===== config.mk =====
export PLATFORM = sky130hd
export DESIGN_NAME = block_plotter
export DESIGN_NICKNAME = d
export VERILOG_FILES = /design/src/common/snake_settings.svh /design/src/common/snake_pkg.sv /design/src/source/block_plotter.sv
export SDC_FILE = /design/constraint.sdc
export NUM_CORES = 1
export LEC_CHECK = 0
export BUFFER_PORTS_ARGS = -buffer_cell sky130_fd_sc_hd__buf_2
export CORE_MARGIN = 8
export CORE_UTILIZATION = 45
export DETAILED_ROUTE_END_ITERATION = 12
export PLACE_DENSITY = 0.87
export SETUP_SLACK_MARGIN = 0.1
export SLEW_MARGIN = 0
export SYNTH_ARGS = -nofsm -noshare
export SYNTH_HDL_FRONTEND = slang
export SYNTH_SLANG_ARGS = --single-unit

===== constraint.sdc =====
create_clock -name vclk -period 9.71
set_input_delay 1.4565 -clock vclk [all_inputs]
set_output_delay 1.4565 -clock vclk [all_outputs]
set_load 0.02 [all_outputs]

===== src/common/snake_settings.svh =====
`ifndef SNAKE_SETTINGS_SVH
`define SNAKE_SETTINGS_SVH

// Last legal coordinate on each axis
`define SNAKE_FIELD_W 160
`define SNAKE_FIELD_H 120

`define SNAKE_STEP 2

`define SNAKE_START_X 60
`define SNAKE_START_Y 60
`define SNAKE_INIT_LEN 4

// Body memory
`define SNAKE_DEPTH 2048
`define SNAKE_ADDR_W ($clog2(`SNAKE_DEPTH))

`define SNAKE_FOOD_X 30
`define SNAKE_FOOD_Y 30

`endif


===== src/common/snake_pkg.sv =====
package snake_pkg;

	// Playfield coordinate that is also the body memory word
	typedef struct packed
	{
		logic [7:0] x;
		logic [6:0] y;
	} pos_t;

	// One pixel write toward the display
	typedef struct packed
	{
		logic [7:0] x;
		logic [6:0] y;
	} plot_t;

	typedef enum logic [1:0]
	{
		dir_up,
		dir_down,
		dir_left,
		dir_right
	} dir_t;

	// Origin of the 3x3 block being drawn
	typedef enum logic [1:0]
	{
		plot_none,
		plot_stored,
		plot_curr,
		plot_food
	} plot_src_t;

	typedef enum logic [3:0]
	{
		st_init_write,
		st_init_draw,
		st_idle,
		st_move,
		st_read,
		st_draw,
		st_write,
		st_food,
		st_check
	} ctrl_state_t;

endpackage


===== src/source/block_plotter.sv =====
`timescale 1ns/1ps

module block_plotter (
	input  snake_pkg::plot_src_t plot_src,
	input  logic [3:0]           sub,
	input  snake_pkg::pos_t      stored,
	input  snake_pkg::pos_t      curr,
	input  snake_pkg::pos_t      food,
	output logic                 plot_en,
	output snake_pkg::plot_t     plot
);
	import snake_pkg::*;

	pos_t       origin;
	logic [3:0] col;
	logic [3:0] row;

	always_comb
	begin
		case (plot_src)
			plot_stored: origin = stored;
			plot_curr: origin = curr;
			plot_food: origin = food;
			default: origin = '0;
		endcase
	end

	// sub walks the block column by column
	assign col = sub / 4'd3;
	assign row = sub % 4'd3;

	always_comb
	begin
		plot.x = origin.x + 8'(col);
		plot.y = origin.y + 7'(row);
	end

	assign plot_en = (plot_src != plot_none);

endmodule


### After elaboration in Yosys (flattened, before gate mapping)

Cells that the tools add are included.

* register bits: 0
* bits in latches: 0
* memory bits (writable): 0
* bits in read-only memories: 0
* input port bits: 51
* output and inout bits: 16
* logic and storage cells: 9
* memories: 0

* add/subtract/negate cells: 2
* $mul: 0
* divide/modulo/power cells: 2
* order comparisons: 0
* equality and inequality tests: 3
* shifts and indexed selects: 0
* muxes and demuxes: 1
* bitwise logic cells: 0
* reduce and logical (&&, ||, !) cells: 1

Operator list (number)
* $pmux 15 s3: 1
* $add 8x4->8: 1
* $add 7x4->7: 1
* $div 4x2->4 const B: 1
* $eq 2x2->1 const B: 2
* $mod 4x2->4 const B: 1
* $eq 2x1->1 const B: 1
* $reduce_bool 2->1: 1

### Logic depth before layout (Yosys ltp)

* depth in word-level cells: 3
* gate-level depth with buffers: 16
* depth with buffers taken out: 16

### Worst setup path before layout

Ideal clock, no wire load.

* path type: input to output
* start point: input sub[3]
* end point: output plot[6] (netlist bit)
* arrival time: 4.414 ns
* required time: 8.253 ns
* path slack: 3.839 ns
* cell stages on the path: 15
* buffers on the path: 0
* cell sequence: nand2b_1 -> inv_1 -> ha_1 -> inv_1 -> ha_1 -> or2_2 -> o21ai_2 -> ha_1 -> a211oi_4 -> mux2_1 -> fa_1 -> a21o_1 -> a21o_1 -> nand3_1 -> mux2i_1

RTL lines
* start: declaration: line block_plotter.sv:5 `input logic [3:0] sub,`
* end: declaration: line block_plotter.sv:10 `output snake_pkg::plot_t plot`

==> impl_metrics.json <==
{
  "rsz0062_at_grt": "no",
  "via_count": 1076,
  "worst_setup_path_start_kind": "input port",
  "worst_pin_slew_ns": 0.585,
  "setup_tns_ns": 0,
  "slew_headroom_pct": 60.8,
  "nets": 240,
  "final_antenna_net_count": 0,
  "slew_viol_final": 0,
  "syn_nets": 176,
  "fin_cells": 202,
  "peakVddDrop_mv": 0.0485,
  "clock_buffers": 0,
  "die_height_um": 62.0,
  "maxCapViolations": 0,
  "flops_and_latches": 0,
  "n_antenna_cell": 0,
  "period_share_pct": 63.2,
  "setup_violations": 0,
  "syn_area_um2": 953,
  "p_leak_uw": 0.000698,
  "fin_crit_ns": 6.14,
  "layout_commonest_cell": "buf_2",
  "final_hold_viol_count": 0,
  "drc_errors": 0,
  "wl_per_cell_um": 15.1,
  "status": "completed",
  "fp.dieW_um": 62.0,
  "drive_gt1_share_pct": 51.4,
  "grtUsageMet2_pct": 29.4,
  "top_usage_layer": "met2",
  "post_cts_resized": 0,
  "holdCritPathClass": "input port to output port",
  "drt_iter0_drc": 26,
  "ctsHoldBuffers": 0,
  "grt_max_degree": 23,
  "critical_path_class": "input port to output port",
  "crit_required_ns": 8.25,
  "syn_inst": 113,
  "avgSynthCellArea_um2": 8.44,
  "gp_congestion": 0.861,
  "nFillCells": 166,
  "fmax_ghz": 0.163,
  "start_util_pct": 48.1,
  "crit_path_end_kind": "output port",
  "synth_warnings": 0,
  "ioPinCount": 67,
  "grt_overflow": 0,
  "syn_to_final_growth_pct": 34.8,
  "dp.cells": 202,
  "use_met1_pct": 17.4,
  "gr-usage-met3_pct": 6.58,
  "postCtsSetupBuffers": 0,
  "grt_pass1_wl_um": 4960,
  "dr.pass1.iters": 4,
  "register_area_um2": 0,
  "ys_types": 36,
  "post-dp-hpwl_um": 2620,
  "grt_antenna_before_repair": 0,
  "final_cell_mix": "buf_2, mux2_2, a22o_1",
  "rows": 16,
  "synth_seq_area_share_pct": 0,
  "core_area_um2": 1980,
  "worstPathMaxFanout": 7,
  "via_per_inst": 5.33,
  "grt_pass1_vias": 1182,
  "arrival_ns": 4.68,
  "power_density_nw_per_um2": 80.6,
  "drt-total-wl_um": 3060,
  "dieArea_um2": 3850,
  "port_buffers": 67,
  "grt_use_total_pct": 16.0
}
==> kinds of logic after synthesis <==
kind of cell             share of synthesized area [%]
adder cells (fa/ha/maj)                           17.3
buffers and inverters                             5.91
AND/OR/NAND/NOR                                   18.0
AO/OA/AOI/OAI                                     28.5
XOR/XNOR                                          10.1
multiplexers                                      20.2
==> routing by layer <==
metal,vias to the layer above,wire (µm)
met5,-,0
met4,0,0
met3,0,397
met2,53,1430
met1,477,1230
li1,546,-
==> worst max-delay path, cell delays in order <==
cell,delay (ns)
buf_2,0.13
nand2b_1,0.13
inv_1,0.05
ha_1,0.16
inv_1,0.05
ha_1,0.25
or2_2,0.15
o21ai_2,0.06
ha_1,0.26
a211oi_4,0.30
mux2_1,0.40
fa_1,0.47
a21o_1,0.17
a21o_1,0.19
nand3_1,0.10
mux2i_1,0.18
buf_2,0.18
==> cells in the mapped netlist, types with 2 or more instances <==
library cell	number	area, µm²
nand3_1	5	25.0
buf_6	2	22.5
mux2_1	2	22.5
xnor2_1	4	35.0
a21o_1	3	22.5
ha_1	10	125
a21oi_1	7	35.0
fa_1	2	40.0
nand2_1	9	33.8
a22oi_1	2	15.0
buf_2	3	15.0
nand2b_1	4	25.0
a22o_1	12	105
or2_2	3	18.8
mux2_2	12	135
inv_1	5	18.8
nor2_1	2	7.51
mux2i_1	2	20.0
xor2_1	7	61.3
==> report_power, final <==
group	switching (µW)	total, µW	leakage, µW	internal [µW]
clock	0	0	0	0
combinational	58.8	104	0.000698	44.8
sequential	0	0	0	0
total	58.8	104	0.000698	44.8
==> area by class of cell <==
class	count	area [µm²]	area share, %
inverters	5	18.8	1.46
repair buffers	67	335	26.1
well taps	27	33.8	2.63
multi-input cells	103	897	69.8
==> metrics by stage <==
step	hold slack [ns]	total power, µW	setup WS [ns]	utilization (%)	instance area, µm²
global placement	3.37	101	3.71	64.8	1280
finish	3.36	104	3.57	64.8	1280
global route	3.39	114	3.35	64.8	1280
detailed placement	3.36	104	3.58	64.8	1280
floorplan	3.20	73.7	3.84	-	953
CTS	3.36	105	3.56	64.8	1280
==> worst paths after layout <==
kind,startpoint,end,slack [ns],cells past startpoint
worst min-delay path,curr[5],plot[5],3.36,4
worst max-delay path,sub[3],plot[6],3.57,17
Power figures use the tool's default switching activity.
