## config.mk

```make
export PLATFORM = sky130hd
export DESIGN_NAME = head_stepper
export DESIGN_NICKNAME = d
export VERILOG_FILES = /design/src/common/snake_pkg.sv /design/src/source/head_stepper.sv
export VERILOG_INCLUDE_DIRS = /design/src /design/src/common
export SDC_FILE = /design/constraint.sdc
export NUM_CORES = 1
export LEC_CHECK = 0
export ABC_AREA = 1
export BUFFER_PORTS_ARGS = -buffer_cell sky130_fd_sc_hd__buf_2
export CAP_MARGIN = 10
export CORE_UTILIZATION = 50
export DETAILED_ROUTE_END_ITERATION = 8
export GPL_TIMING_DRIVEN = 0
export PLACE_DENSITY_LB_ADDON = 0.3
export RECOVER_POWER = 100
export SYNTH_ARGS = -nofsm -noshare
export SYNTH_HDL_FRONTEND = slang
export SYNTH_SLANG_ARGS = --single-unit
```

## constraint.sdc

```tcl
create_clock -name clk -period 1.7 [get_ports clk]
set_clock_uncertainty 0.2 [all_clocks]
set_input_delay 0.17 -clock clk [delete_from_list [all_inputs] [get_ports clk]]
set_output_delay 0.17 -clock clk [all_outputs]
set_load 0.05 [all_outputs]
```

## src/common/snake_settings.svh

```systemverilog
`ifndef SNAKE_SETTINGS_SVH
`define SNAKE_SETTINGS_SVH

// Last legal coordinate on each axis
`define SNAKE_FIELD_W 160
`define SNAKE_FIELD_H 120

`define SNAKE_STEP 2

`define SNAKE_START_X 60
`define SNAKE_START_Y 60
`define SNAKE_INIT_LEN 4

// Body memory
`define SNAKE_DEPTH 2048
`define SNAKE_ADDR_W ($clog2(`SNAKE_DEPTH))

`define SNAKE_FOOD_X 30
`define SNAKE_FOOD_Y 30

`endif

```

## src/common/snake_pkg.sv

```systemverilog
package snake_pkg;

	// Playfield coordinate that is also the body memory word
	typedef struct packed
	{
		logic [7:0] x;
		logic [6:0] y;
	} pos_t;

	// One pixel write toward the display
	typedef struct packed
	{
		logic [7:0] x;
		logic [6:0] y;
	} plot_t;

	typedef enum logic [1:0]
	{
		dir_up,
		dir_down,
		dir_left,
		dir_right
	} dir_t;

	// Origin of the 3x3 block being drawn
	typedef enum logic [1:0]
	{
		plot_none,
		plot_stored,
		plot_curr,
		plot_food
	} plot_src_t;

	typedef enum logic [3:0]
	{
		st_init_write,
		st_init_draw,
		st_idle,
		st_move,
		st_read,
		st_draw,
		st_write,
		st_food,
		st_check
	} ctrl_state_t;

endpackage

```

## src/source/head_stepper.sv

```systemverilog
`timescale 1ns/1ps
`include "snake_settings.svh"

module head_stepper (
	input  logic            clk,
	input  logic            rst,
	input  logic            head_init,
	input  logic            head_move,
	input  snake_pkg::dir_t dir,
	output snake_pkg::pos_t head
);
	import snake_pkg::*;

	localparam pos_t start_pos = '{x: 8'(`SNAKE_START_X), y: 7'(`SNAKE_START_Y)};
	// Last even coordinate that a wrap past zero lands on
	localparam logic [7:0] x_wrap = 8'(`SNAKE_FIELD_W) & ~8'd1;
	localparam logic [6:0] y_wrap = 7'(`SNAKE_FIELD_H) & ~7'd1;

	pos_t       head_nxt;
	logic [8:0] x_inc;
	logic [7:0] y_inc;

	// One extra bit so the overflow compare sees the true sum
	assign x_inc = head.x + 9'(`SNAKE_STEP);
	assign y_inc = head.y + 8'(`SNAKE_STEP);

	always_comb
	begin
		head_nxt = head;
		case (dir)
			dir_up: head_nxt.y = (head.y < 7'(`SNAKE_STEP)) ? y_wrap : head.y - 7'(`SNAKE_STEP);
			dir_down: head_nxt.y = (y_inc > 8'(`SNAKE_FIELD_H)) ? '0 : y_inc[6:0];
			dir_left: head_nxt.x = (head.x < 8'(`SNAKE_STEP)) ? x_wrap : head.x - 8'(`SNAKE_STEP);
			dir_right: head_nxt.x = (x_inc > 9'(`SNAKE_FIELD_W)) ? '0 : x_inc[7:0];
			default: head_nxt = head;
		endcase
	end

	always_ff @(posedge clk or negedge rst)
	begin
		if (!rst)
			head <= start_pos;
		else if (head_init)
			head <= start_pos;
		else if (head_move)
			head <= head_nxt;
	end

endmodule

```

# Yosys cells after proc, flatten, opt, wreduce, memory -nomap -nowiden
# Cells that the tools add are included.
[word_totals]
ff_bits = 15
inputBits = 6
out_inout_bits = 15
word_cells = 27
[classes]
magnitude_cmp = 4
addsub = 4
n_reduce_logical = 6
muxes = 8
eq_ne = 3
[op_table]
columns = ["cell", "count"]
rows = [
  ["15-bit 2-to-1 mux", 2],
  ["8-bit 2-to-1 mux", 2],
  ["8-bit case mux with 2 select lines", 1],
  ["7-bit 2-to-1 mux", 2],
  ["7-bit case mux with 2 select lines", 1],
  ["8-bit by 2-bit adder with 9-bit output, second input constant", 1],
  ["9-bit by 8-bit > comparator with 1-bit output, second input constant", 1],
  ["7-bit by 2-bit adder with 8-bit output, second input constant", 1],
  ["8-bit by 7-bit > comparator with 1-bit output, second input constant", 1],
  ["8-bit by 2-bit less-than comparator with 1-bit output, second input constant", 1],
  ["8-bit by 2-bit subtractor with 8-bit output, second input constant", 1],
  ["7-bit by 2-bit less-than comparator with 1-bit output, second input constant", 1],
  ["7-bit by 2-bit subtractor with 7-bit output, second input constant", 1],
  ["3-bit nonzero test", 2],
  ["2-bit == test, second input constant", 2],
  ["2-bit AND reduction", 2],
  ["2-bit by 1-bit == test with 1-bit output, second input constant", 1],
  ["2-bit logical NOT", 1],
  ["2-bit nonzero test", 1],
]

# Longest topological paths before layout
[logic_depth]
word_depth = 6
mapped_depth = 13
depth_no_buf = 13

# Least setup slack after synthesis
# No wires, ideal clock.
[synth_path]
kind = "register -> register"
start = "register head[8] (netlist bit)"
end = "register head[8] (netlist bit)"
path_buffers = 0
t_arrival_ns = 1.832
stages_incl_launch_ff = 14
path_slack_ns = -0.399
setup_time_ns = 0.067
period_less_slack_ns = 2.099
t_required_ns = 1.433
cell_sequence = "dfrtp_1 -> inv_1 -> ha_1 -> inv_1 -> nand2_1 -> nor2_1 -> nand2_1 -> nand2_1 -> nand2_1 -> nand2_2 -> nand2_1 -> nand2_1 -> nand2_1 -> nand2_1"
[synth_between]
elab_chain_cells = 6
word_cells_on_any_way = 9
classes_between = "add/sub (2); order compare (2); mux (5)"
[synth_rtl]
columns = ["item", "line_no", "text"]
rows = [
  ["start, declared", "head_stepper.sv:10", "output snake_pkg::pos_t head"],
  ["start signal, assigned", "head_stepper.sv:42", "head <= start_pos;"],
  ["start signal, assigned", "head_stepper.sv:44", "head <= start_pos;"],
  ["start signal, assigned", "head_stepper.sv:46", "head <= head_nxt;"],
  ["8-bit by 2-bit adder with 9-bit output", "head_stepper.sv:24", "assign x_inc = head.x + 9'(`SNAKE_STEP);"],
  ["9-bit by 8-bit > comparator with 1-bit output", "head_stepper.sv:34", "dir_right: head_nxt.x = (x_inc > 9'(`SNAKE_FIELD_W)) ? '0 : x_inc[7:0];"],
  ["8-bit 2-to-1 mux", "head_stepper.sv:34", ""],
  ["8-bit case mux with 2 select lines (*)", "head_stepper.sv:30", "case (dir)"],
  ["15-bit 2-to-1 mux (*)", "head_stepper.sv:45", "else if (head_move)"],
  ["15-bit 2-to-1 mux (*)", "head_stepper.sv:43", "else if (head_init)"],
]
# Every way passes the cells marked *; elsewhere a longest branch is shown, timed or not. The select of a mux whose other input is x is not followed.
# A chain may end at the register's enable or synchronous reset.

# Final worst setup path
[layout_path]
start = "register head[9] (netlist bit)"
end = "register head[8] (netlist bit)"
# Same word-level chain as after synthesis.

==> flow_summary_export.csv <==
group,metric,value,unit
status,run_status,"finished, violations left",
status,violations,"negative setup slack",
detailed_routing,drt-total-wl,3744,um
final_layout,top_regs,"head: 13 flops",
timing,max-slew-margin-rel,49.24,%
place,finalWeightedCongestion,0.9307,
clocking,cts_buffers,3,
grt,first_global_vias,1292,
worst_hold_path,worstHoldEndpoint,"head[14]$_DFFE_PN0P_",
detailed_routing,first_pass_iters,4,
detailed_routing,viasPerCell,5.502,
critical_path,ff2ff_path_depth,12,
critical_path,crit_path_frequent_cell,"nand2_1",
power_and_ir_drop,power.leakage,0.8431,nW
timing,maxSlewViolCount,0,
clocking,tritoncts,"built",
critical_path,critPathLaunchType,"flip-flop",
die,start_util,55.50,%
detailed_routing,post-route-drc-count,0,
final_layout,drive_above_1_share,37.04,%
power_and_ir_drop,cell_internal_pwr,0.5684,mW
place,dp_cells,257,
clocking,htreeDepth,1,
final_layout,nets,254,
critical_path,cp.arrival,1900,ps
power_and_ir_drop,combinationalPowerShare,41.2,%
worst_hold_path,hp-start,"head_move",
synthesis,syn_area,0.001275,mm2
timing,max_slew.worst_pin.slew,755.6,ps
power_and_ir_drop,seqPwrFrac,37.8,%
die,pin_count,21,
power_and_ir_drop,p_sw,0.4064,mW
clocking,clock_sinks,13,
worst_hold_path,min_path_cells,4,
timing,layout_worst_path_cycle_share,113.4,%
timing,min_period,1927,ps
synthesis,syn_avg_cell_area,6.071,um2
critical_path,crit_path_end_kind,"flip-flop",
final_layout,largest_reg_flops,13,
critical_path,cp_slowest_cell,"dfstp_4",
timing,final-hold-violation-count,0,
final_layout,antenna_cells,0,
timing,hold_slack,35.98,ps
place,dp_slack,-225.8,ps
synthesis,synth_edf_count,0,
worst_hold_path,hp-class,"in2reg",
final_layout,largest_register,"head",
detailed_routing,wl_per_cell,13.82,um
critical_path,crit_fanout,5,
power_and_ir_drop,irDropWorstVdd,0.4656,mV
place,dp_hpwl,2395,um
power_and_ir_drop,p_per_area,560.9,mW/mm2
grt,grt_pass1_wl,5706,um
clocking,clk_pin_slew,90,ps
clocking,root_buffer,"clkbuf_4",
timing,rsz0062_at_grt,"true",
die,die_w,52.50,um
critical_path,r2r-end,"head[8]$_DFFE_PN0P_",
synthesis,async_flop_share,100.0,%
detailed_routing,vias,1491,
grt,grt_max_degree,14,
timing,finalSetupViolations,13,
synthesis,syn_inst,210,
synthesis,synthFlopType,"dfstp_2",
detailed_routing,first_iter_violations,60,
place,port_buffers,18,
grt,track_usage,28.00,%
synthesis,ys_seq_elements,13,
critical_path,path_cells,"buf_4 > nand3_2 > nor2_4 > nand2_1 > nand2_1 > nand2_1 > nand2_2 > nand2_4 > nand2_1 > nand2_1 > nand2_1 > nand2_1",
job,drv_cap,0,
die,die_y,52.50,um
timing,max_freq,518.9,MHz
synthesis,yosys_warnings,0,
synthesis,yosysUniqueCellTypes,26,
critical_path,critPathMaxStageDelay,670,ps
critical_path,reg2reg_from,"head[9]$_DFFE_PN1P_",
clocking,clockBufferDepth,2,
timing,fin_ws,-227.0,ps
power_and_ir_drop,clockPowerShare,21.0,%
power_and_ir_drop,swShare,41.69,%
final_layout,synthToLayoutAreaGrowth,36.31,%
critical_path,worst_ep_required_time,1670,ps
critical_path,rrSetupSlack,-230,ps
critical_path,critPathKind,"reg2reg",
clocking,clock_latency,280,ps
final_layout,finalNonFillerCells,271,
detailed_routing,ant_nets,0,
timing,setup-tns-final,-2388,ps
die,dieArea,0.002756,mm2
grt,grt-ovfl-total,0,
power_and_ir_drop,power.total,0.9748,mW
grt,antenna_found_initial,0,
die,coreArea,0.002297,mm2
die,rows,17,
synthesis,yosysSeqAreaShare,26.30,%
==> power groups by stage <==
stage / Clock, mW / Combinational (mW) / Sequential [mW]
6_report: 0.205 / 0.402 / 0.368
5_1_grt: 0.221 / 0.431 / 0.370
4_1_cts: 0.209 / 0.371 / 0.366
3_5_place_dp: 0 / 0.307 / 0.373
3_3_place_gp: 0 / 0.304 / 0.372
2_1_floorplan: 0 / 0.184 / 0.424
==> metrics by stage <==
stage | util [%] | cell area (um2)
floorplan | - | 1353
global placement | 64.32 | 1478
detailed placement | 64.32 | 1478
CTS | 72.77 | 1672
global route | 75.65 | 1738
finish | 75.65 | 1738
==> worst max-delay path: cells and delay by family, from the launching register on <==
kind                   cells  cell delay (ps)
buffers and inverters      1              140
flip-flops                 1              670
AND/OR/NAND/NOR           11              790
==> cells in the final DEF, fill, tap and decap left out, drive strengths merged <==
master and n:
o21bai 1, a22oi 1, xor2 6, a21oi 15
o21ai 7, and2 1, nand4 6, conb 2
dfstp 8, nand3 17, dlygate4sd3 2, dfrtp 5
clkbuf 6, nand2 67, a21boi 1, nor3 3
o21a 1, buf 29, inv 27, ha 4
nor2 34
==> logic make-up (layout without fill, tap and decap cells) <==
family,after synthesis,count (layout),synth area share (%)
fa+ha+maj,4,4,3.926
xor+xnor,6,6,4.122
compound gates,26,26,10.99
buf+inv,32,64,10.99
simple gates,128,128,43.38
flops,13,13,26.30
other cells,1,2,0.2941
==> cell type report <==
class                      count  area, um2
buffer                         5      42.54
clock buffer                   4      26.28
fill                         176      559.3
inverter                      27      106.4
multi-input combinational    166       1001
sequential                    13      345.3
tap                           28      35.03
timing repair buffer          28      181.4
==> cells in the mapped netlist, types with 3 or more instances <==
master | instances | area (um2)
a21oi_1 | 15 | 75.07
buf_4 | 3 | 22.52
dfrtp_1 | 5 | 125.1
dfstp_2 | 8 | 210.2
ha_1 | 4 | 50.05
inv_1 | 24 | 90.09
inv_2 | 3 | 11.26
nand2_1 | 64 | 240.2
nand2_2 | 3 | 18.77
nand3_1 | 14 | 70.07
nand3_2 | 3 | 30.03
nand4_1 | 6 | 37.54
nor2_1 | 31 | 116.4
nor2_2 | 3 | 18.77
nor3_1 | 3 | 15.01
o21ai_0 | 6 | 30.03
xor2_1 | 6 | 52.55
==> metal layers <==
layer / track usage [%] / wire length, um / vias up
met5: 0 / 0 / -
met4: 10.53 / 32 / 0
met3: 5.797 / 284 / 6
met2: 42.62 / 1747 / 73
met1: 38.50 / 1679 / 680
li1: - / - / 732
==> worst max path at each step <==
stage / startpoint / end / slack (ps) / cells after the start
finish: head[9]$_DFFE_PN1P_ / head[8]$_DFFE_PN0P_ / -230 / 12
global route: head[9]$_DFFE_PN1P_ / head[9]$_DFFE_PN1P_ / -310 / 11
global placement: head[9]$_DFFE_PN1P_ / head[12]$_DFFE_PN1P_ / -210 / 11
CTS: head[9]$_DFFE_PN1P_ / head[9]$_DFFE_PN1P_ / -200 / 11
floorplan: head[9]$_DFFE_PN1P_ / head[8]$_DFFE_PN0P_ / -190 / 13
detailed placement: head[9]$_DFFE_PN1P_ / head[12]$_DFFE_PN1P_ / -230 / 11
==> repair_timing <==
item / 4_1_cts / 5_1_grt
pin swaps: 10 / 10
endpoints found under the hold margin: 14 / 0
hold buffers: 2 / 0
buffers inserted: 5 / 4
endpoints found under the setup margin: 13 / 14
gates resized for setup: 28 / 13
No activity file was read; power rests on OpenSTA's default activity.
