$ cat config.mk
export PLATFORM = sky130hd
export DESIGN_NAME = food_placer
export DESIGN_NICKNAME = d
export VERILOG_FILES = /design/src/common/snake_pkg.sv /design/src/source/food_placer.sv
export VERILOG_INCLUDE_DIRS = /design/src /design/src/common
export SDC_FILE = /design/constraint.sdc
export NUM_CORES = 1
export LEC_CHECK = 0
export BUFFER_PORTS_ARGS = -buffer_cell sky130_fd_sc_hd__buf_2
export CORE_UTILIZATION = 60
export DETAILED_ROUTE_END_ITERATION = 7
export PLACE_DENSITY = 0.81
export SLEW_MARGIN = 40
export SYNTH_ARGS = -nofsm -noshare
export SYNTH_HDL_FRONTEND = slang
export SYNTH_SLANG_ARGS = --single-unit
$ cat constraint.sdc
create_clock -name clk -period 5.2 [get_ports clk]
set_clock_uncertainty 0.05 [all_clocks]
set_input_delay 0.78 -clock clk [delete_from_list [all_inputs] [get_ports clk]]
set_output_delay 0.78 -clock clk [all_outputs]
set_load 0.02 [all_outputs]
$ cat src/common/snake_settings.svh
`ifndef SNAKE_SETTINGS_SVH
`define SNAKE_SETTINGS_SVH

// Last legal coordinate on each axis
`define SNAKE_FIELD_W 160
`define SNAKE_FIELD_H 120

`define SNAKE_STEP 2

`define SNAKE_START_X 60
`define SNAKE_START_Y 60
`define SNAKE_INIT_LEN 4

// Body memory
`define SNAKE_DEPTH 2048
`define SNAKE_ADDR_W ($clog2(`SNAKE_DEPTH))

`define SNAKE_FOOD_X 30
`define SNAKE_FOOD_Y 30

`endif

$ cat src/common/snake_pkg.sv
package snake_pkg;

	// Playfield coordinate that is also the body memory word
	typedef struct packed
	{
		logic [7:0] x;
		logic [6:0] y;
	} pos_t;

	// One pixel write toward the display
	typedef struct packed
	{
		logic [7:0] x;
		logic [6:0] y;
	} plot_t;

	typedef enum logic [1:0]
	{
		dir_up,
		dir_down,
		dir_left,
		dir_right
	} dir_t;

	// Origin of the 3x3 block being drawn
	typedef enum logic [1:0]
	{
		plot_none,
		plot_stored,
		plot_curr,
		plot_food
	} plot_src_t;

	typedef enum logic [3:0]
	{
		st_init_write,
		st_init_draw,
		st_idle,
		st_move,
		st_read,
		st_draw,
		st_write,
		st_food,
		st_check
	} ctrl_state_t;

endpackage

$ cat src/source/food_placer.sv
`timescale 1ns/1ps
`include "snake_settings.svh"

module food_placer (
	input  logic            clk,
	input  logic            rst,
	input  logic            lock,
	input  logic            check_eat,
	input  snake_pkg::pos_t head,
	output snake_pkg::pos_t food,
	output logic            eat
);
	import snake_pkg::*;

	// x scan stops at 156 so an aligned block stays inside the columns
	localparam logic [7:0] scan_x_last = 8'(`SNAKE_FIELD_W - 4);
	localparam logic [6:0] scan_y_last = 7'(`SNAKE_FIELD_H);
	localparam pos_t food_start = '{x: 8'(`SNAKE_FOOD_X), y: 7'(`SNAKE_FOOD_Y)};

	logic [7:0] scan_x;
	logic [6:0] scan_y;
	pos_t       cand;

	assign eat = check_eat && (head == food);

	always_ff @(posedge clk or negedge rst)
	begin
		if (!rst)
		begin
			scan_x <= '0;
			scan_y <= '0;
			cand <= '0;
			food <= food_start;
		end
		else
		begin
			scan_x <= (scan_x == scan_x_last) ? '0 : scan_x + 1'b1;
			scan_y <= (scan_y == scan_y_last) ? '0 : scan_y + 1'b1;
			// Round down to the 3-pixel grid
			if (lock)
			begin
				cand.x <= scan_x - scan_x % 8'd3;
				cand.y <= scan_y - scan_y % 7'd3;
			end
			if (eat)
				food <= cand;
		end
	end

endmodule

**After elaboration in Yosys (flattened, before gate mapping)**

Cells that the tools add are included.

- Register bits: 45
- Input bits: 19
- Output and inout bits: 16
- Logic and storage cells: 18

- $add $sub $neg: 4
- Divide/modulo/power cells: 2
- Equal/unequal tests: 3
- Muxes and demuxes: 2
- Reduce and logical (&&, ||, !) cells: 1

Operators by type and width:

| kind | number |
|---|---|
| $eq 15x15->1 | 1 |
| $add 8x1->8 const B | 1 |
| $eq 8x8->1 const B | 1 |
| $mod 8x2->8 const B | 1 |
| $mux 8 | 1 |
| $sub 8x8->8 | 1 |
| $add 7x1->7 const B | 1 |
| $eq 7x7->1 const B | 1 |
| $mod 7x2->7 const B | 1 |
| $mux 7 | 1 |
| $sub 7x7->7 | 1 |
| $logic_and 1x1->1 | 1 |

**Depth between registers and ports, before layout**

Gate-level depths: netlist of the first run.

- Depth after elaboration: 2
- Gate-level depth with buffers: 25
- Depth with buffers taken out: 22

**Worst setup path before layout of the first run**

No wires, ideal clock.

- Path kind: register -> register
- Start point: reg scan_x[5]
- End point: reg cand[12] (netlist bit)
- Library setup time: 125 ps
- Data arrival time: 4,304 ps
- Data required time: 5,025 ps
- Slack: 721 ps
- Cell stages (with the launch flop): 23
- Path buffers: 2
- Clock period less this slack: 4,479 ps
- Cells stage by stage: dfrtp_1 -> buf_6 -> nor4bb_1 -> a22o_1 -> o22a_2 -> or3_4 -> buf_6 -> ha_1 -> inv_1 -> and3_1 -> xnor2_1 -> ha_1 -> inv_1 -> and2_1 -> mux2i_1 -> ha_1 -> nor2b_1 -> o21ai_0 -> a21boi_0 -> o21ai_0 -> nor2b_1 -> xnor2_1 -> mux2_2

- Cells in the longest elaborated chain, start to end: 2

Ends and longest elaborated chain:

| item | RTL line | text |
|---|---|---|
| from (decl) | food_placer.sv:20 | `logic [7:0] scan_x;` |
| from (signal assigned) | food_placer.sv:37 | `scan_x <= (scan_x == scan_x_last) ? '0 : scan_x + 1'b1;` |
| $mod 8x2->8 | food_placer.sv:42 | `cand.x <= scan_x - scan_x % 8'd3;` |
| $sub 8x8->8 (*) | food_placer.sv:42 |  |
| to (decl) | food_placer.sv:22 | `pos_t cand;` |

Mark *: on every way between the ends. The rest lies on a longest branch, timed or not.
A chain may end at the register's enable or synchronous reset.

**Final worst setup path of the first run**

- Start point: reg scan_x[2]
- End point: reg cand[12] (netlist bit)

Same word-level chain as after synthesis.

==> qor.csv, run 1 <==
metric,value,unit
status,"finished, final reports clean",
CP required,5.32,ns
DR WL/cell,14.7,um
average size of a mapped cell,9.40,sq um
total number of vias,2832,
CTS root buf,clkbuf_8,
crit-path max cell delay,0.58,ns
"most common cell after layout, fill and taps aside",xnor2_1,
Crit Path Max Fanout,18,
post-synth top area share,0.260,
Fillers,420,
DR pass1 iterations,4,
net count after synthesis,423,
ANT cells,0,
Max Cap Viol,0,
Hold Crit Class,input pin to async pin,
largest area contributor in the netlist,dfrtp_1,
clock-pin slew on the worst setup and hold paths,0.08,ns
WHS,0.414,ns
Final setup viols,0,
Port Buffers,34,
gr usage total,0.240,
CP Launch Type,register,
antenna-violating nets left,0,
area grow syn2layout,8.40,%
dpl cell area,3720,sq um
number of global-route vias before repair,2597,
CTS tree,built,
CP bufs+invs,2,
Critical Path Sink Type,register,
slew at the pin with the worst max-slew slack,0.633,ns
slowest CP cell,or4b_1,
Pleak,1.67,nW
final WL,6940,um
Via density,5.99,
Seq cells post-synth,45,
Post-synth EDFFs,0,
Final min period,4.80,ns
"Seq/Total Area, Yosys",0.319,
overall die area,6250,sq um
Final Cell Area,3860,sq um
cts hold-fix bufs,0,
initial drt markers,182,
RSZ-0062 raised after global routing,no,
Die Wd,79.0,um
setup_tns,0,ns
HPWL after DPL,5200,um
global-route wire length before repair,12000,um
layout cells sized above 1,0.237,
Cell variety after synth,62,
Ys Warns,0,
ys flop type,dfrtp_1,
Clock Latency Late Sink,0.29,ns
Max-Slew Margin vs Limit,0.578,
Slew Limit Fails,0,
drt drc,0,
Die Y,79.0,um
peak supply drop,0.000157,V
Mapped Cells,379,
Synth Cell Area,3560,sq um
Worst path top cell family by delay,simple AND/OR/NAND/NOR gates,
I/O pins,35,
period utilization,0.924,
Overflow after GRT,0,
H-tree depth,2,
FMAX,208,MHz
most frequent cells in the layout,"xnor2_1 (39), dfrtp_1 (33), buf_2 (33)",
maximum clock path buffer count,2,
ys async rst share,1.00,
initial antenna violation count,0,
global placer's final weighted congestion,0.870,
Nets,444,
Critical Path AT,4.93,ns
critical path class,register to register,
power per cell area,169,nW/um^2
pin count of the biggest net entering global routing,46,
ranking of synthesized cells by area,"dfrtp_1 (26%), xnor2_1 (9.8%), mux2_2 (8.5%), ha_1 (8.1%), dfstp_2 (5.9%)",
Starting Density,0.635,
final hold viol count,0,
Num CTS Buffers,5,
crit-path cells,or4b_1 -> a21oi_1 -> o22a_2 -> or3_4 -> ha_2 -> inv_1 -> and3_1 -> xnor2_2 -> ha_1 -> inv_1 -> and2_1 -> mux2i_2 -> ha_1 -> nor2b_1 -> o21ai_0 -> a21boi_0 -> o21ai_1 -> nor2b_1 -> xnor2_1 -> mux2_2,
CTS sink cnt,45,
row count,27,
Core Area,5610,sq um
Total Power,0.000652,W
layer usage:
metal / track usage / wire length [um] / up-vias / share of wire
met4: 0.0400 / 34 / 0 / 0.0049
met5: 0 / 0 / - / 0
met1: 0.334 / 3310 / 1358 / 0.48
li1: - / - / 1398 / -
met2: 0.396 / 3290 / 71 / 0.47
met3: 0.0425 / 303 / 5 / 0.044
final timing paths:
check	from	endpoint	slack, ns	depth (start not counted)
max	scan_x[2]$_DFF_PN0_	cand[12]$_DFFE_PN0P_	0.40	20
min	rst	cand[9]$_DFFE_PN0P_	0.41	1
max reg2reg	scan_x[2]$_DFF_PN0_	cand[12]$_DFFE_PN0P_	0.40	20
min reg2reg	cand[7]$_DFFE_PN0P_	cand[7]$_DFFE_PN0P_	0.45	1
max in group asynchronous	rst	scan_x[6]$_DFF_PN0_	4.26	1
min in group clk	cand[7]$_DFFE_PN0P_	cand[7]$_DFFE_PN0P_	0.45	1
where the power goes:
group / internal, W / total, W / switching [W]
Combinational: 0.0000136 / 0.0000312 / 0.0000176
Clock: 0.000157 / 0.000264 / 0.000107
Sequential: 0.000355 / 0.000357 / 0.00000227
layout make-up:
type | instances | area, sq um | area share
repair buffers | 35 | 180 | 0.0467
flip-flops and latches | 45 | 1140 | 0.296
well taps | 72 | 90.1 | 0.0233
clock inverters | 1 | 30.0 | 0.00778
multi-input cells | 294 | 2260 | 0.586
inverters | 19 | 71.3 | 0.0185
clock buffers | 7 | 86.3 | 0.0224
stage by stage:
stage	cells	setup slack, ns	util
finish	473	0.396	0.688
global route	473	0.0600	0.688
CTS	473	0.173	0.685
detailed placement	465	0.234	0.664
global placement	465	0.440	0.664
floorplan	379	0.721	-
synthesized netlist by cell type (2+ instances only):
master	instances
nand3b_1	4
a21boi_0	5
buf_4	3
buf_2	6
o22ai_1	3
nand3_1	8
a211o_1	2
o31ai_1	4
ha_1	23
nor4_1	2
clkbuf_1	8
a21o_2	2
or2_2	2
a21oi_1	19
xor2_1	9
nand4_1	10
xnor2_1	40
dfstp_2	8
nor2_1	32
inv_1	18
fa_1	2
nand2_1	14
a22oi_1	2
buf_6	2
dfrtp_1	37
a21o_1	11
or3_1	2
nor4bb_1	2
and2_1	2
nor3b_1	5
o21bai_1	2
mux2_2	27
mux2i_1	2
and3_1	4
nor3_1	9
a22o_1	2
a211oi_1	3
o21ai_0	13
buf_1	2
nor2b_1	4
and3b_1	2
a2bb2oi_1	2
cell families after synthesis:
group	share of synthesized area
and+or+nand+nor	0.158
AOI/OAI and AO/OA	0.168
xor gates and xnor gates	0.121
DFF	0.319
buffers and inverters	0.0516
muxes	0.0910
adders and majority gates	0.0921
registers in the layout (all words and copies together) (netlist names):
register / cells
cand: 15
scan_x: 8
food: 15
scan_y: 7
what timing repair did:
| item | in CTS | in global routing |
|---|---|---|
| gates resized for setup | 0 | 9 |
| setup buffers | 0 | 0 |
| setup endpoints to repair | 0 | 3 |
No activity file was read; power rests on OpenSTA's default activity.
==> run 2, diff against run 1 <==
--- a/config.mk
+++ b/config.mk
@@ -9,7 +9,7 @@
 export BUFFER_PORTS_ARGS = -buffer_cell sky130_fd_sc_hd__buf_2
 export CORE_UTILIZATION = 60
 export DETAILED_ROUTE_END_ITERATION = 7
-export PLACE_DENSITY = 0.81
+export PLACE_DENSITY = 0.87
 export SLEW_MARGIN = 40
 export SYNTH_ARGS = -nofsm -noshare
 export SYNTH_HDL_FRONTEND = slang
==> run 2 against run 1 <==
Compared with the run above: design area is essentially flat; core utilization is essentially flat; global-route usage grew 1.8 points; hold slack lost 0.011 ns; count of clock-buffer cells in the layout shrank 1; non-clock buffer count grew 1; via count grew 0.71%; critical path depth is the same; wire length grew 7.6%.
==> qor.csv, run 2 (synthesized netlist as in run 1, its figures left out) <==
metric,value,unit,change
Via density,6.02,,+0.49%
FMAX,206,MHz,-0.80%
CP Launch Type,register,,
CP required,5.34,ns,+0.02 ns
Num CTS Buffers,5,,unchanged
critical path class,register to register,,
row count,27,,unchanged
most frequent cells in the layout,"xnor2_1 (39), dfrtp_1 (34), buf_2 (33)",,
Die Wd,79.0,um,unchanged
Final setup viols,0,,unchanged
I/O pins,35,,unchanged
Max-Slew Margin vs Limit,0.626,,+0.0476
Pleak,1.67,nW,+0.15%
final hold viol count,0,,unchanged
Starting Density,0.635,,unchanged
DR pass1 iterations,5,,+1
clock-pin slew on the worst setup and hold paths,0.09,ns,about the same
total number of vias,2852,,+0.71%
Setup Buffers After CTS,0,,unchanged
initial antenna violation count,0,,unchanged
pin count of the biggest net entering global routing,46,,unchanged
Fillers,400,,-4.8%
wire length on met1,3190,um,-3.6%
final WL,7470,um,+7.6%
number of global-route vias before repair,2692,,+3.7%
Critical Path Sink Type,register,,
maximum clock path buffer count,2,,unchanged
Slew Limit Fails,0,,unchanged
Hold Crit Class,input pin to async pin,,
power per cell area,168,nW/um^2,-0.49%
Total Power,0.000648,W,-0.55%
Die Y,79.0,um,unchanged
HPWL after DPL,5440,um,+4.6%
overall die area,6250,sq um,unchanged
Clock Latency Late Sink,0.30,ns,about the same
Critical Path AT,4.99,ns,+0.06 ns
gr usage total,0.258,,+0.0180
global placer's final weighted congestion,0.955,,+9.7%
r2r setup slk,0.36,ns,-0.04 ns
Final min period,4.84,ns,+0.0386 ns
Core Area,5610,sq um,unchanged
initial drt markers,239,,+31%
DR WL met3,366,um,+21%
status,"finished, final reports clean",,
drt drc,0,,unchanged
peak supply drop,0.000106,V,-32%
CTS root buf,clkbuf_8,,
Regs by FF count,"cand x15, food x15, scan_x x8",,
R2R cell count,20,,unchanged
antenna-violating nets left,0,,unchanged
DR WL/cell,15.8,um,+7.4%
period utilization,0.931,,+0.00742
CTS tree,built,,
H-tree depth,2,,unchanged
DR WL met2,3790,um,+15%
Nets,445,,+0.23%
RSZ-0062 raised after global routing,no,,
slew at the pin with the worst max-slew slack,0.561,ns,-0.0714 ns
area grow syn2layout,8.33,%,about the same
cts hold-fix bufs,0,,unchanged
Crit Path Max Fanout,12,,-6
Port Buffers,34,,unchanged
global-route wire length before repair,12500,um,+4.0%
WHS,0.403,ns,-0.0110 ns
footprint of the multi-input gates,2260,sq um,unchanged
register area,1140,sq um,-0.11%
setup_tns,0,ns,unchanged
max layer used,met4,,
ANT cells,0,,unchanged
"most common cell after layout, fill and taps aside",xnor2_1,,
Overflow after GRT,0,,unchanged
Max Cap Viol,0,,unchanged
layout cells sized above 1,0.236,,-0.000589
CTS sink cnt,45,,unchanged
==> run 2: power by group <==
group,switching [W],internal [W]
combinational,0.0000178,0.0000136
clock,0.000117,0.000143
sequential,0.00000295,0.000355
total,0.000137,0.000511
==> run 2: per-stage QoR <==
stage               area (sq um)  worst slack, ns  utilization  cells
finish                      3860            0.357        0.688    474
global route                3860           0.0569        0.688    474
CTS                         3840           0.0682        0.685    474
detailed placement          3730            0.111        0.666    466
global placement            3730            0.476        0.665    466
floorplan                   3560            0.721            -    379
==> run 2: final timing paths <==
path	to	startpoint
worst max-delay path	cand[12]$_DFFE_PN0P_	scan_x[5]$_DFF_PN0_
worst min-delay path	cand[7]$_DFFE_PN0P_	rst
worst max register to register	cand[12]$_DFFE_PN0P_	scan_x[5]$_DFF_PN0_
worst min register to register	cand[8]$_DFFE_PN0P_	cand[8]$_DFFE_PN0P_
max in group asynchronous	scan_x[6]$_DFF_PN0_	rst
min in group clk	cand[8]$_DFFE_PN0P_	cand[8]$_DFFE_PN0P_
==> run 2: worst max-delay path, stage by stage, from the launching register on <==
cell and delay (ns):
dfrtp_1 0.51, nor4bb_1 0.22, a22o_1 0.26, o22a_2 0.22, or3_4 0.43, ha_2 0.23
inv_1 0.12, and3_1 0.22, xnor2_2 0.10, ha_1 0.25, inv_1 0.10, and2_1 0.20
mux2i_2 0.28, ha_1 0.27, nor2b_1 0.13, o21ai_0 0.19, a21boi_0 0.15, o21ai_1 0.21
nor2b_1 0.24, xnor2_1 0.09, mux2_2 0.27
==> run 2: layer usage <==
metal,global-route usage,vias up
li1,-,1397
met1,0.317,1353
met2,0.463,92
met3,0.0368,10
met4,0.0800,0
met5,0,-
==> run 2: final cells by class <==
type	instances	share of cell area
clock inverter	2	0.00908
timing repair buffer	36	0.0487
multi-input combinational	294	0.586
tap	72	0.0234
sequential	45	0.295
clock buffer	6	0.0188
inverter	19	0.0185
==> run 2: timing repair <==
action / 4_1_cts / 5_1_grt
endpoints found under the hold margin: 0 / 0
resized for setup: 1 / 7
endpoints found under the setup margin: 1 / 3
==> run 3, diff against run 2 <==
--- a/config.mk
+++ b/config.mk
@@ -7,6 +7,7 @@
 export NUM_CORES = 1
 export LEC_CHECK = 0
 export BUFFER_PORTS_ARGS = -buffer_cell sky130_fd_sc_hd__buf_2
+export CORE_MARGIN = 2
 export CORE_UTILIZATION = 60
 export DETAILED_ROUTE_END_ITERATION = 7
 export PLACE_DENSITY = 0.87
==> run 3 against run 2 <==
Compared with the run above: final cell count is 0.84% higher; highest routed layer unchanged; via count grew 2.6%; die area is 5.1% higher; count of clock-buffer cells in the layout shrank 1; sequential power about the same; critical path depth unchanged; combinational power grew 2%; critical endpoint unchanged; sequential cell count unchanged; non-clock buffer count rose by 1; clock power is 24% higher.
==> qor.csv, run 3 (synthesized netlist as in run 1, its figures left out) <==
metric,value,unit,change
status,"finished, final reports clean",,
setup_tns,0,ns,unchanged
H-tree depth,2,,unchanged
r2r endpoint,cand[12]$_DFFE_PN0P_,,
global-route wire length before repair,12400,um,-0.50%
DR pass1 iterations,5,,unchanged
overall die area,6570,sq um,+5.1%
number of global-route vias before repair,2726,,+1.3%
ANT cells,0,,unchanged
pre-CTS setup slack,0.150,ns,+0.0395 ns
DR WL/cell,16.4,um,+3.8%
placed cells,468,,+0.43%
CTS sink cnt,45,,unchanged
final WL,7820,um,+4.7%
Hold Crit Class,input pin to async pin,,
R2R cell count,20,,unchanged
critical path class,register to register,,
initial drt markers,212,,-11%
CP required,5.35,ns,about the same
I/O pins,35,,unchanged
layout cells sized above 1,0.246,,+0.00934
Final min period,4.92,ns,+0.0737 ns
clock-pin slew on the worst setup and hold paths,0.09,ns,about the same
Pleak,1.69,nW,+1.2%
Die Y,81.0,um,+2.5%
Clock Latency Late Sink,0.30,ns,about the same
r2r setup slk,0.28,ns,-0.07 ns
Nets,446,,+0.22%
Num CTS Buffers,5,,unchanged
power per cell area,182,nW/um^2,+8.1%
RSZ-0062 raised after global routing,no,,
Port Buffers,34,,unchanged
Core Area,5820,sq um,+3.7%
Via density,6.12,,+1.7%
Final setup viols,0,,unchanged
Critical Path AT,5.06,ns,+0.07 ns
CTS tree,built,,
Regs by FF count,"cand x15, food x15, scan_x x8",,
antenna-violating nets left,0,,unchanged
most frequent cells in the layout,"xnor2_1 (39), dfrtp_1 (33), buf_2 (33)",,
initial antenna violation count,0,,unchanged
total number of vias,2926,,+2.6%
Crit Path Max Fanout,18,,+6
reg2reg start,scan_x[2]$_DFF_PN0_,,
drt drc,0,,unchanged
HPWL after DPL,5530,um,+1.6%
Overflow after GRT,0,,unchanged
gr usage total,0.240,,-0.0183
Fillers,425,,+6.3%
peak supply drop,0.000149,V,+40%
period utilization,0.945,,+0.0142
maximum clock path buffer count,2,,unchanged
Die Wd,81.0,um,+2.5%
Max-Slew Margin vs Limit,0.561,,-0.0651
slew at the pin with the worst max-slew slack,0.659,ns,+0.0977 ns
"most common cell after layout, fill and taps aside",xnor2_1,,
slack of the critical path,0.283,ns,-0.0737 ns
CTS root buf,clkbuf_8,,
Finished Layout Cells,478,,+0.84%
cts hold-fix bufs,0,,unchanged
Starting Density,0.612,,-0.0227
global placer's final weighted congestion,0.837,,-12%
Critical Path Sink Type,register,,
FMAX,203,MHz,-1.5%
row count,28,,+3.7%
Max Cap Viol,0,,unchanged
final hold viol count,0,,unchanged
pin count of the biggest net entering global routing,46,,unchanged
area grow syn2layout,9.70,%,
CP Launch Type,register,,
Slew Limit Fails,0,,unchanged
-- run 3: worst max-delay path by stage --
stage	from	endpoint	slack (ns)	depth (start not counted)
after floorplan	scan_x[5]$_DFF_PN0_	cand[12]$_DFFE_PN0P_	0.72	22
after global placement	scan_x[2]$_DFF_PN0_	cand[14]$_DFFE_PN0P_	0.46	21
after detailed placement	scan_x[2]$_DFF_PN0_	cand[14]$_DFFE_PN0P_	0.15	21
after CTS	scan_x[6]$_DFF_PN0_	cand[12]$_DFFE_PN0P_	0.01	20
after global routing	scan_x[2]$_DFF_PN0_	cand[12]$_DFFE_PN0P_	0.05	20
final	scan_x[2]$_DFF_PN0_	cand[12]$_DFFE_PN0P_	0.28	20
-- run 3: area by class of cell --
cell class,instances,area [sq um],share of cell area
clock buffers,5,68.8,0.0176
clock inverters,3,68.8,0.0176
inverters,19,71.3,0.0183
multi-input cells,294,2270,0.580
flip-flops and latches,45,1140,0.292
well taps,75,93.8,0.0240
repair buffers,37,195,0.0500
-- run 3: what timing repair did --
item | CTS | global route
buffers inserted | 0 | 2
gates resized for setup | 1 | 10
setup endpoints to repair | 2 | 3
gates cloned | 0 | 0
-- run 3: routing by layer --
| layer | vias to the layer above | wire, um | track usage |
|---|---|---|---|
| met4 | 0 | 142 | 0.0814 |
| met3 | 16 | 454 | 0.0378 |
| met1 | 1406 | 3280 | 0.292 |
| met5 | - | 0 | 0 |
| li1 | 1389 | - | - |
| met2 | 115 | 3940 | 0.430 |
-- run 3: through the flow --
| step | cell area (sq um) | power [W] | util | hold slack [ns] |
|---|---|---|---|---|
| after detailed placement | 3730 | 0.000396 | 0.641 | 0.442 |
| after floorplan | 3560 | 0.000377 | - | 0.425 |
| after CTS | 3870 | 0.000709 | 0.665 | 0.430 |
| final | 3910 | 0.000710 | 0.672 | 0.413 |
| after global routing | 3910 | 0.000727 | 0.672 | 0.455 |
| after global placement | 3730 | 0.000394 | 0.641 | 0.435 |
-- run 3: power by group --
part           switching, W  internal [W]  leakage [nW]
clock network      0.000127      0.000193        0.0687
logic             0.0000185     0.0000136          1.08
registers        0.00000265      0.000354         0.535
-- run 3: worst max-delay path, stage by stage (launching register included) --
cell and delay [ns]:
dfrtp_2 0.53, or4b_1 0.59, a21oi_1 0.16, o22a_2 0.18, or3_4 0.16, ha_2 0.26, inv_1 0.10, and3_1 0.19
xnor2_2 0.16, ha_1 0.25, inv_1 0.10, and2_1 0.21, mux2i_2 0.29, ha_1 0.27, nor2b_1 0.13, o21ai_1 0.20
a21boi_0 0.18, o21ai_1 0.22, nor2b_1 0.23, xnor2_1 0.09, mux2_2 0.26
